$ cat src/logic/isaPkg.sv
// Instruction set definitions
package isaPkg;

   //////////////////////////////////////////////////////////////////////
   // Data path sizes
   //////////////////////////////////////////////////////////////////////

   // Width of a data word and of an instruction
   localparam int wordWidth = 16;

   // Eight general registers
   localparam int regCount = 8;

   // Width of a register index
   localparam int regIdxWidth = 3;

   //////////////////////////////////////////////////////////////////////
   // Opcodes, instruction bits 15:11
   //////////////////////////////////////////////////////////////////////

   // Only the supported subset is listed
   // Any other encoding decodes as illegal
   typedef enum logic [4:0] {
      opNop   = 5'b00001,
      // Immediate ALU group
      opAddi  = 5'b01000,
      opSubi  = 5'b01001,
      opXori  = 5'b01010,
      opAndni = 5'b01011,
      // Shift left by 8 and OR in the immediate
      opSlbi  = 5'b10010,
      // Shift immediate group
      opRoli  = 5'b10100,
      opSlli  = 5'b10101,
      opRori  = 5'b10110,
      opSrli  = 5'b10111,
      opLbi   = 5'b11000,
      // Register ALU group, function in bits 1:0
      opAluR  = 5'b11011,
      // Signed comparisons
      opSeq   = 5'b11100,
      opSlt   = 5'b11101,
      opSle   = 5'b11110
   } opcodeT;

   //////////////////////////////////////////////////////////////////////
   // Operations performed by execute
   //////////////////////////////////////////////////////////////////////

   // A is the Rs value, B is the Rt value or the immediate
   typedef enum logic [3:0] {
      aluAdd,   // A + B
      aluSub,   // B - A
      aluXor,
      aluAndn,  // A and not B
      aluRol,
      aluSll,
      aluRor,
      aluSrl,
      aluPassB,
      aluSlbi,  // A shifted left 8, or B
      aluSeq,
      aluSlt,
      aluSle
   } aluOpT;

endpackage

$ cat src/logic/pipePkg.sv
// Pipeline stage bundles
package pipePkg;

   import isaPkg::*;

   //////////////////////////////////////////////////////////////////////
   // Decode register contents
   //////////////////////////////////////////////////////////////////////

   // Registered at the end of decode, consumed by execute
   typedef struct packed {
      // An instruction is present this cycle
      logic                   valid;
      // Opcode outside the supported set
      logic                   illegal;
      // Result goes to the register file
      logic                   regWrite;
      logic [regIdxWidth-1:0] dest;
      aluOpT                  aluOp;
      // Rs value, already bypassed
      logic [wordWidth-1:0]   opA;
      // Rt value after bypass, or the extended immediate
      logic [wordWidth-1:0]   opB;
   } decodeBundleT;

   //////////////////////////////////////////////////////////////////////
   // Write-back report
   //////////////////////////////////////////////////////////////////////

   // Same layout for the live result and the registered report
   typedef struct packed {
      logic                   valid;
      logic                   illegal;
      logic                   regWrite;
      logic [regIdxWidth-1:0] dest;
      logic [wordWidth-1:0]   data;
   } writebackT;

endpackage

$ cat src/logic/regFile.sv
// Eight entry register file
`timescale 1ns/10ps
`default_nettype none
module regFile
   import isaPkg::*;
(
   input  logic                   clk,
   input  logic                   rstN,
   // Read port A, Rs
   input  logic [regIdxWidth-1:0] readIdxA,
   // Read port B, Rt
   input  logic [regIdxWidth-1:0] readIdxB,
   // Single write port
   input  logic                   writeEn,
   input  logic [regIdxWidth-1:0] writeIdx,
   input  logic [wordWidth-1:0]   writeData,
   output logic [wordWidth-1:0]   readDataA,
   output logic [wordWidth-1:0]   readDataB
);

   // Register storage
   logic [wordWidth-1:0] regs [regCount];

   // All registers read zero after reset
   always_ff @(posedge clk or negedge rstN) begin
      if (!rstN) begin
         for (int i = 0; i < regCount; i++) begin
            regs[i] <= '0;
         end
      end else if (writeEn) begin
         regs[writeIdx] <= writeData;
      end
   end

   // Plain asynchronous reads
   // A write in this cycle is not visible until the next one
   assign readDataA = regs[readIdxA];
   assign readDataB = regs[readIdxB];

endmodule
`default_nettype wire

$ cat src/logic/decodeStage.sv
// Instruction decode stage
`timescale 1ns/10ps
`default_nettype none
module decodeStage
   import isaPkg::*, pipePkg::*;
(
   input  logic                 clk,
   input  logic                 rstN,
   // Single cycle strobe, no back-pressure
   input  logic                 instValid,
   input  logic [wordWidth-1:0] instruction,
   // Live result from execute, write port and bypass source
   input  writebackT            resultNow,
   output decodeBundleT         decodeOut
);

   opcodeT                 opcode;
   logic [regIdxWidth-1:0] rsIdx;
   logic [regIdxWidth-1:0] rtIdx;
   logic [wordWidth-1:0]   rsFile;
   logic [wordWidth-1:0]   rtFile;
   logic [wordWidth-1:0]   rsVal;
   logic [wordWidth-1:0]   rtVal;
   logic                   wbWrite;
   logic                   illegal;
   logic                   regWrite;
   logic                   useImm;
   logic [regIdxWidth-1:0] dest;
   aluOpT                  aluOp;
   logic [wordWidth-1:0]   imm;
   decodeBundleT           nextBundle;

   //////////////////////////////////////////////////////////////////////
   // Field extraction and register read
   //////////////////////////////////////////////////////////////////////

   assign opcode = opcodeT'(instruction[15:11]);
   assign rsIdx  = instruction[10:8];
   assign rtIdx  = instruction[7:5];

   // Execute writes straight into the file
   assign wbWrite = resultNow.valid & resultNow.regWrite;

   regFile i_regFile (
      .clk       (clk),
      .rstN      (rstN),
      .readIdxA  (rsIdx),
      .readIdxB  (rtIdx),
      .writeEn   (wbWrite),
      .writeIdx  (resultNow.dest),
      .writeData (resultNow.data),
      .readDataA (rsFile),
      .readDataB (rtFile)
   );

   // Back-to-back dependency
   // Take the value execute writes on this same edge
   assign rsVal = (wbWrite && resultNow.dest == rsIdx) ? resultNow.data : rsFile;
   assign rtVal = (wbWrite && resultNow.dest == rtIdx) ? resultNow.data : rtFile;

   //////////////////////////////////////////////////////////////////////
   // Opcode classification
   //////////////////////////////////////////////////////////////////////

   always_comb begin
      // Immediate ALU and shift format by default
      illegal  = 1'b0;
      regWrite = 1'b1;
      useImm   = 1'b1;
      dest     = instruction[7:5];
      aluOp    = aluPassB;
      imm      = '0;
      case (opcode)
         opNop: begin
            regWrite = 1'b0;
         end
         // ADDI and SUBI sign-extend the 5-bit immediate
         opAddi: begin
            aluOp = aluAdd;
            imm   = {{(wordWidth-5){instruction[4]}}, instruction[4:0]};
         end
         opSubi: begin
            aluOp = aluSub;
            imm   = {{(wordWidth-5){instruction[4]}}, instruction[4:0]};
         end
         // Logic immediates are zero-extended
         opXori: begin
            aluOp = aluXor;
            imm   = {{(wordWidth-5){1'b0}}, instruction[4:0]};
         end
         opAndni: begin
            aluOp = aluAndn;
            imm   = {{(wordWidth-5){1'b0}}, instruction[4:0]};
         end
         // Shift amount is bits 3:0
         opRoli, opSlli, opRori, opSrli: begin
            aluOp = aluOpT'(aluRol + opcode[1:0]);
            imm   = {{(wordWidth-4){1'b0}}, instruction[3:0]};
         end
         // Rd is the Rs field, SLBI also reads it
         opSlbi: begin
            aluOp = aluSlbi;
            dest  = instruction[10:8];
            imm   = {{(wordWidth-8){1'b0}}, instruction[7:0]};
         end
         opLbi: begin
            dest  = instruction[10:8];
            imm   = {{(wordWidth-8){instruction[7]}}, instruction[7:0]};
         end
         // Three register format, Rd in bits 4:2
         opAluR: begin
            useImm = 1'b0;
            dest   = instruction[4:2];
            aluOp  = aluOpT'(aluAdd + instruction[1:0]);
         end
         opSeq, opSlt, opSle: begin
            useImm = 1'b0;
            dest   = instruction[4:2];
            aluOp  = aluOpT'(aluSeq + (opcode - opSeq));
         end
         default: begin
            illegal  = 1'b1;
            regWrite = 1'b0;
         end
      endcase
   end

   //////////////////////////////////////////////////////////////////////
   // Decode register
   //////////////////////////////////////////////////////////////////////

   always_comb begin
      nextBundle.valid    = instValid;
      nextBundle.illegal  = illegal;
      nextBundle.regWrite = regWrite;
      nextBundle.dest     = dest;
      nextBundle.aluOp    = aluOp;
      nextBundle.opA      = rsVal;
      nextBundle.opB      = useImm ? imm : rtVal;
   end

   // Loaded every cycle so valid lasts one cycle per strobe
   always_ff @(posedge clk or negedge rstN) begin
      if (!rstN) begin
         decodeOut <= '0;
      end else begin
         decodeOut <= nextBundle;
      end
   end

endmodule
`default_nettype wire

$ cat src/logic/executeStage.sv
// Execute and write-back stage
`timescale 1ns/10ps
`default_nettype none
module executeStage
   import isaPkg::*, pipePkg::*;
(
   input  logic         clk,
   input  logic         rstN,
   input  decodeBundleT decodeIn,
   // Combinational, drives the register file write port
   output writebackT    resultNow,
   // Registered copy for the outside
   output writebackT    wbOut
);

   logic        [wordWidth-1:0]   opA;
   logic        [wordWidth-1:0]   opB;
   logic signed [wordWidth-1:0]   sA;
   logic signed [wordWidth-1:0]   sB;
   logic        [3:0]             shAmt;
   logic        [2*wordWidth-1:0] rolWide;
   logic        [2*wordWidth-1:0] rorWide;
   logic        [wordWidth-1:0]   result;

   assign opA = decodeIn.opA;
   assign opB = decodeIn.opB;
   assign sA  = decodeIn.opA;
   assign sB  = decodeIn.opB;

   // Only the low 4 bits of B count for shifts
   assign shAmt = opB[3:0];

   // Rotates through a doubled copy of A
   assign rolWide = {opA, opA} << shAmt;
   assign rorWide = {opA, opA} >> shAmt;

   //////////////////////////////////////////////////////////////////////
   // ALU, shifter and compare
   //////////////////////////////////////////////////////////////////////

   always_comb begin
      case (decodeIn.aluOp)
         aluAdd:   result = opA + opB;
         // Subtract is reversed, B minus A
         aluSub:   result = opB - opA;
         aluXor:   result = opA ^ opB;
         aluAndn:  result = opA & ~opB;
         aluRol:   result = rolWide[2*wordWidth-1:wordWidth];
         aluSll:   result = opA << shAmt;
         aluRor:   result = rorWide[wordWidth-1:0];
         aluSrl:   result = opA >> shAmt;
         aluPassB: result = opB;
         aluSlbi:  result = {opA[wordWidth-9:0], 8'h00} | opB;
         // Compares give 1 or 0, signed
         aluSeq:   result = {{(wordWidth-1){1'b0}}, (opA == opB)};
         aluSlt:   result = {{(wordWidth-1){1'b0}}, (sA < sB)};
         aluSle:   result = {{(wordWidth-1){1'b0}}, (sA <= sB)};
         default:  result = '0;
      endcase
   end

   //////////////////////////////////////////////////////////////////////
   // Write-back
   //////////////////////////////////////////////////////////////////////

   // Control fields pass straight through
   always_comb begin
      resultNow.valid    = decodeIn.valid;
      resultNow.illegal  = decodeIn.illegal;
      resultNow.regWrite = decodeIn.regWrite;
      resultNow.dest     = decodeIn.dest;
      resultNow.data     = result;
   end

   // Report lands on the same edge as the register write
   always_ff @(posedge clk or negedge rstN) begin
      if (!rstN) begin
         wbOut <= '0;
      end else begin
         wbOut <= resultNow;
      end
   end

endmodule
`default_nettype wire

$ cat src/logic/coreTop.sv
// Integer core slice top level
`timescale 1ns/10ps
`default_nettype none
module coreTop
   import isaPkg::*, pipePkg::*;
(
   input  logic                 clk,
   input  logic                 rstN,
   // One instruction per strobe, any cycle
   input  logic                 instValid,
   input  logic [wordWidth-1:0] instruction,
   // Report two cycles after the strobe
   output writebackT            wbOut
);

   //////////////////////////////////////////////////////////////////////
   // Stage connections
   //////////////////////////////////////////////////////////////////////

   // Decode register output
   decodeBundleT decodeOut;

   // Live result, write port and bypass
   writebackT    resultNow;

   decodeStage i_decodeStage (
      .clk         (clk),
      .rstN        (rstN),
      .instValid   (instValid),
      .instruction (instruction),
      .resultNow   (resultNow),
      .decodeOut   (decodeOut)
   );

   executeStage i_executeStage (
      .clk       (clk),
      .rstN      (rstN),
      .decodeIn  (decodeOut),
      .resultNow (resultNow),
      .wbOut     (wbOut)
   );

endmodule
`default_nettype wire

$ cat config.mk
export PLATFORM = sky130hd
export DESIGN_NAME = coreTop
export DESIGN_NICKNAME = d
export VERILOG_FILES = /design/src/logic/isaPkg.sv /design/src/logic/pipePkg.sv /design/src/logic/regFile.sv /design/src/logic/decodeStage.sv /design/src/logic/executeStage.sv /design/src/logic/coreTop.sv
export SDC_FILE = /design/constraint.sdc
export NUM_CORES = 1
export LEC_CHECK = 0
export BUFFER_PORTS_ARGS = -buffer_cell sky130_fd_sc_hd__buf_2
export CORE_UTILIZATION = 60
export CTS_CLUSTER_DIAMETER = 50
export DETAILED_ROUTE_END_ITERATION = 8
export GPL_ROUTABILITY_DRIVEN = 0
export PLACE_DENSITY = 0.78
export SYNTH_ARGS = -nofsm -noshare
export SYNTH_HDL_FRONTEND = slang
export SYNTH_SLANG_ARGS = --single-unit
$ cat constraint.sdc
create_clock -name clk -period 5 [get_ports clk]
set_input_delay 0.5 -clock clk [delete_from_list [all_inputs] [get_ports clk]]
set_output_delay 0.5 -clock clk [all_outputs]
set_load 0.05 [all_outputs]
==> results.md <==
- Outcome: completed
- PD cells: 539.8 nW/µm²
- Synth Flop Type: dfrtp_1
- Post-CTS Hold Fix Bufs: 0
- Max-slew violation count: 0
- Clock sinks: 192
- Largest family of logic cells by synthesized area: multiplexers
- Class of the worst hold path: in2async
- CP arrival: 4700 ps
- Critical path's largest stage delay: 650 ps
- EDFF count, synth: 0
- Vias: 11,320
- Post-synth cell types: 93
- Die width: 151.3 µm
- Peak VDD IR: 0.3445 mV
- Slowest library cell on the worst path: dfrtp_1
- Share of layout cells above drive strength 1: 19.95%
- Die Area: 22,910 µm²
- Largest net degree at the start of global routing: 118
- DR WL/cell: 24.44 µm
- Leakage power: 6.078 nW
- First-pass GRT wire length: 62,630 µm
- DP Wirelength: 25,870 µm
- RSZ-0062 raised after global routing: false
- Mapped Area: 13,380 µm²
- Slew HR: 12.00%
- Cts bufs inserted: 17
- CP top delay family: simple AND/OR/NAND/NOR gates
- Postcts setup bufs: 0
- CTS tree: built
- Cts repair resizes: 0
- Synth top area share: 35.90%
- Syn nets: 1,403
- Final setup violation count: 0
- Cell total after placement: 1,582
- Area grow syn2layout: 6.386%
- Max Cap Viol: 0
- Die Height: 151.3 µm
- Sequential cell area fraction in the yosys report: 35.90%
- Vias per cell: 7.015
- DRT Pass-1 Iters: 8
- Synth Area per Inst: 9.913 µm²
- Clk Latency, worst-skew pair: 440 ps
- Simple-gate area share of the yosys netlist: 13.47%
- Total I/O pin count: 41
- Register bit count reported by yosys: 192
- Crit share post-route: 87.75%
- Post-route cell area: 14,240 µm²
- Final Non-Filler Cells: 1,613
- R2r endpoint: i_decodeStage.i_regFile.regs[15]
- Xor/xnor share of the synthesized area: 2.019%
- # DRC: 0
- Ys async rst share: 100.0%
- Antenna violations before repair: 2
- CP required: 5310 ps
- Reg2reg setup slack: 610 ps
- Launching point of the worst reg2reg path: i_decodeStage.decodeOut[18]
- Crit path buf inv count: 0
- DRT iter0 DRCs: 1,144
- Root Buffer Master: clkbuf_16
- Dpl cell area: 13,690 µm²
- Core Region: 21,820 µm²
- Final Hold Fails: 0
- Antenna cells: 0
- Nets: 1,374
- Crit Path Max Fanout: 17
- All-Layer GR Usage: 37.17%
- Min Clock Period, post-route: 4388 ps
- Crit-path cells: nor2_1, nand2_1, o31ai_1, a21boi_0, nand2_1, xnor2_1, ha_1, o21ai_0, nand2b_1, a21oi_1, nor2b_1, and3_1, a211oi_2, nand3_1, mux2_2
- Compound-Gate Fraction of Synth Area: 17.36%
- Ys Warns: 0
- Mux cell area share after synthesis: 22.70%
- Initial Util: 61.32%
- Setup TNS: 0 ps
- Power Total: 7.686 mW
- Max Fclk: 0.2279 GHz
- Worst Setup End Kind: flip-flop
- Row count: 54
- Worst-Margin Slew: 1309 ps
- I/O Buffers: 40
- Clk buf depth: 2
- CTS HTree Levels: 4
- Grt ovf: 0
- Synthesized instance count: 1,350
- Synth Area in Adders: 3.235%
- Worst R2R Path Depth: 15
- Most frequent CP cell: nand2_1
- Clock slew at reported path FFs: 70 ps
- Crit path launch type: flip-flop
- ANT nets after route: 0
- Largest cells by area after synthesis: dfrtp_1 (36%), mux4_2 (16%), a21oi_1 (5.2%)
- Total Wirelength: 39,420 µm
- Crit Path Class: reg2reg
- Synth area leader: dfrtp_1
- Vias in the first global route: 11,230
- Setup Skew: 13.86 ps
cell families after synthesis:
logic type | Yosys count
simple gates | 380
compound gates | 373
flops | 192
mux | 177
buf+inv | 164
fa+ha+maj | 34
xor+xnor | 30
sequential cells by signal, summed over array words and instances (netlist names):
signal                        cells
i_executeStage.wbOut             22
i_decodeStage.i_regFile.regs    128
i_decodeStage.decodeOut          42
synth_stat cells (19+ instances only):
master	number
dfrtp_1	192
nor3_1	19
nor2_1	112
a211oi_1	19
nand2_1	134
o21ai_0	82
clkbuf_1	80
mux2i_1	53
mux4_2	94
a21oi_1	139
ha_1	33
inv_1	38
mux2_2	22
buf_2	25
nor2b_1	23
where the power goes:
part           total, mW  switching, mW  internal [mW]
sequential          2.79          0.705           2.09
clock               1.28          0.596          0.680
combinational       3.62           1.99           1.63
placed cells by master (no fill, tap or decap), drive strengths merged, types with 7 or more instances in the layout:
cell type / count
a211oi: 21
a21oi: 140
a221oi: 7
and3: 13
buf: 73
clkbuf: 22
clkinv: 7
dfrtp: 192
ha: 33
inv: 42
mux2: 28
mux2i: 53
mux4: 96
nand2: 135
nand2b: 13
nand3: 16
nor2: 115
nor2b: 23
nor3: 19
o21a: 8
o21ai: 101
o221ai: 10
o22ai: 17
o31ai: 8
xnor2: 12
xor2: 18
per-layer routing:
layer  track usage (%)  vias to the layer above  wire (µm)
met5                 0                        -         26
met2             55.05                      670      17710
met4             21.05                        4       2250
met1             47.56                     5494      14980
met3             12.86                      195       4459
li1                  -                     4953          -
how the worst max path moves through the flow:
stage / start / end / slack, ps / depth (start not counted)
4_1_cts: i_decodeStage.decodeOut[18] / i_decodeStage.i_regFile.regs[47] / 710 / 15
3_5_place_dp: i_decodeStage.decodeOut[18] / i_decodeStage.i_regFile.regs[47] / 730 / 15
6_report: i_decodeStage.decodeOut[18] / i_decodeStage.i_regFile.regs[15] / 610 / 15
5_1_grt: i_decodeStage.decodeOut[33] / i_decodeStage.decodeOut[7] / 360 / 12
2_1_floorplan: i_decodeStage.decodeOut[33] / i_decodeStage.i_regFile.regs[47] / 1400 / 15
3_3_place_gp: i_decodeStage.decodeOut[18] / i_decodeStage.i_regFile.regs[31] / 870 / 15
stage by stage:
stage,hold slack [ps],setup WS (ps),util (%)
final,124.7,612.4,65.24
after global placement,335.3,870.7,62.72
after floorplan,204.4,1401,-
after CTS,175.8,711.5,65.24
after detailed placement,356.3,732.0,62.72
after global routing,169.7,364.2,65.24
layout make-up:
| class | instances | area, µm² |
|---|---|---|
| clock buffers | 21 | 470.5 |
| flip-flops and latches | 192 | 4808 |
| clock inverters | 10 | 78.83 |
| well taps | 280 | 350.3 |
| inverters | 42 | 157.7 |
| repair buffers | 74 | 464.2 |
| fillers | 1761 | 7586 |
| multi-input cells | 994 | 7908 |
(Power assumes the default switching activity.)
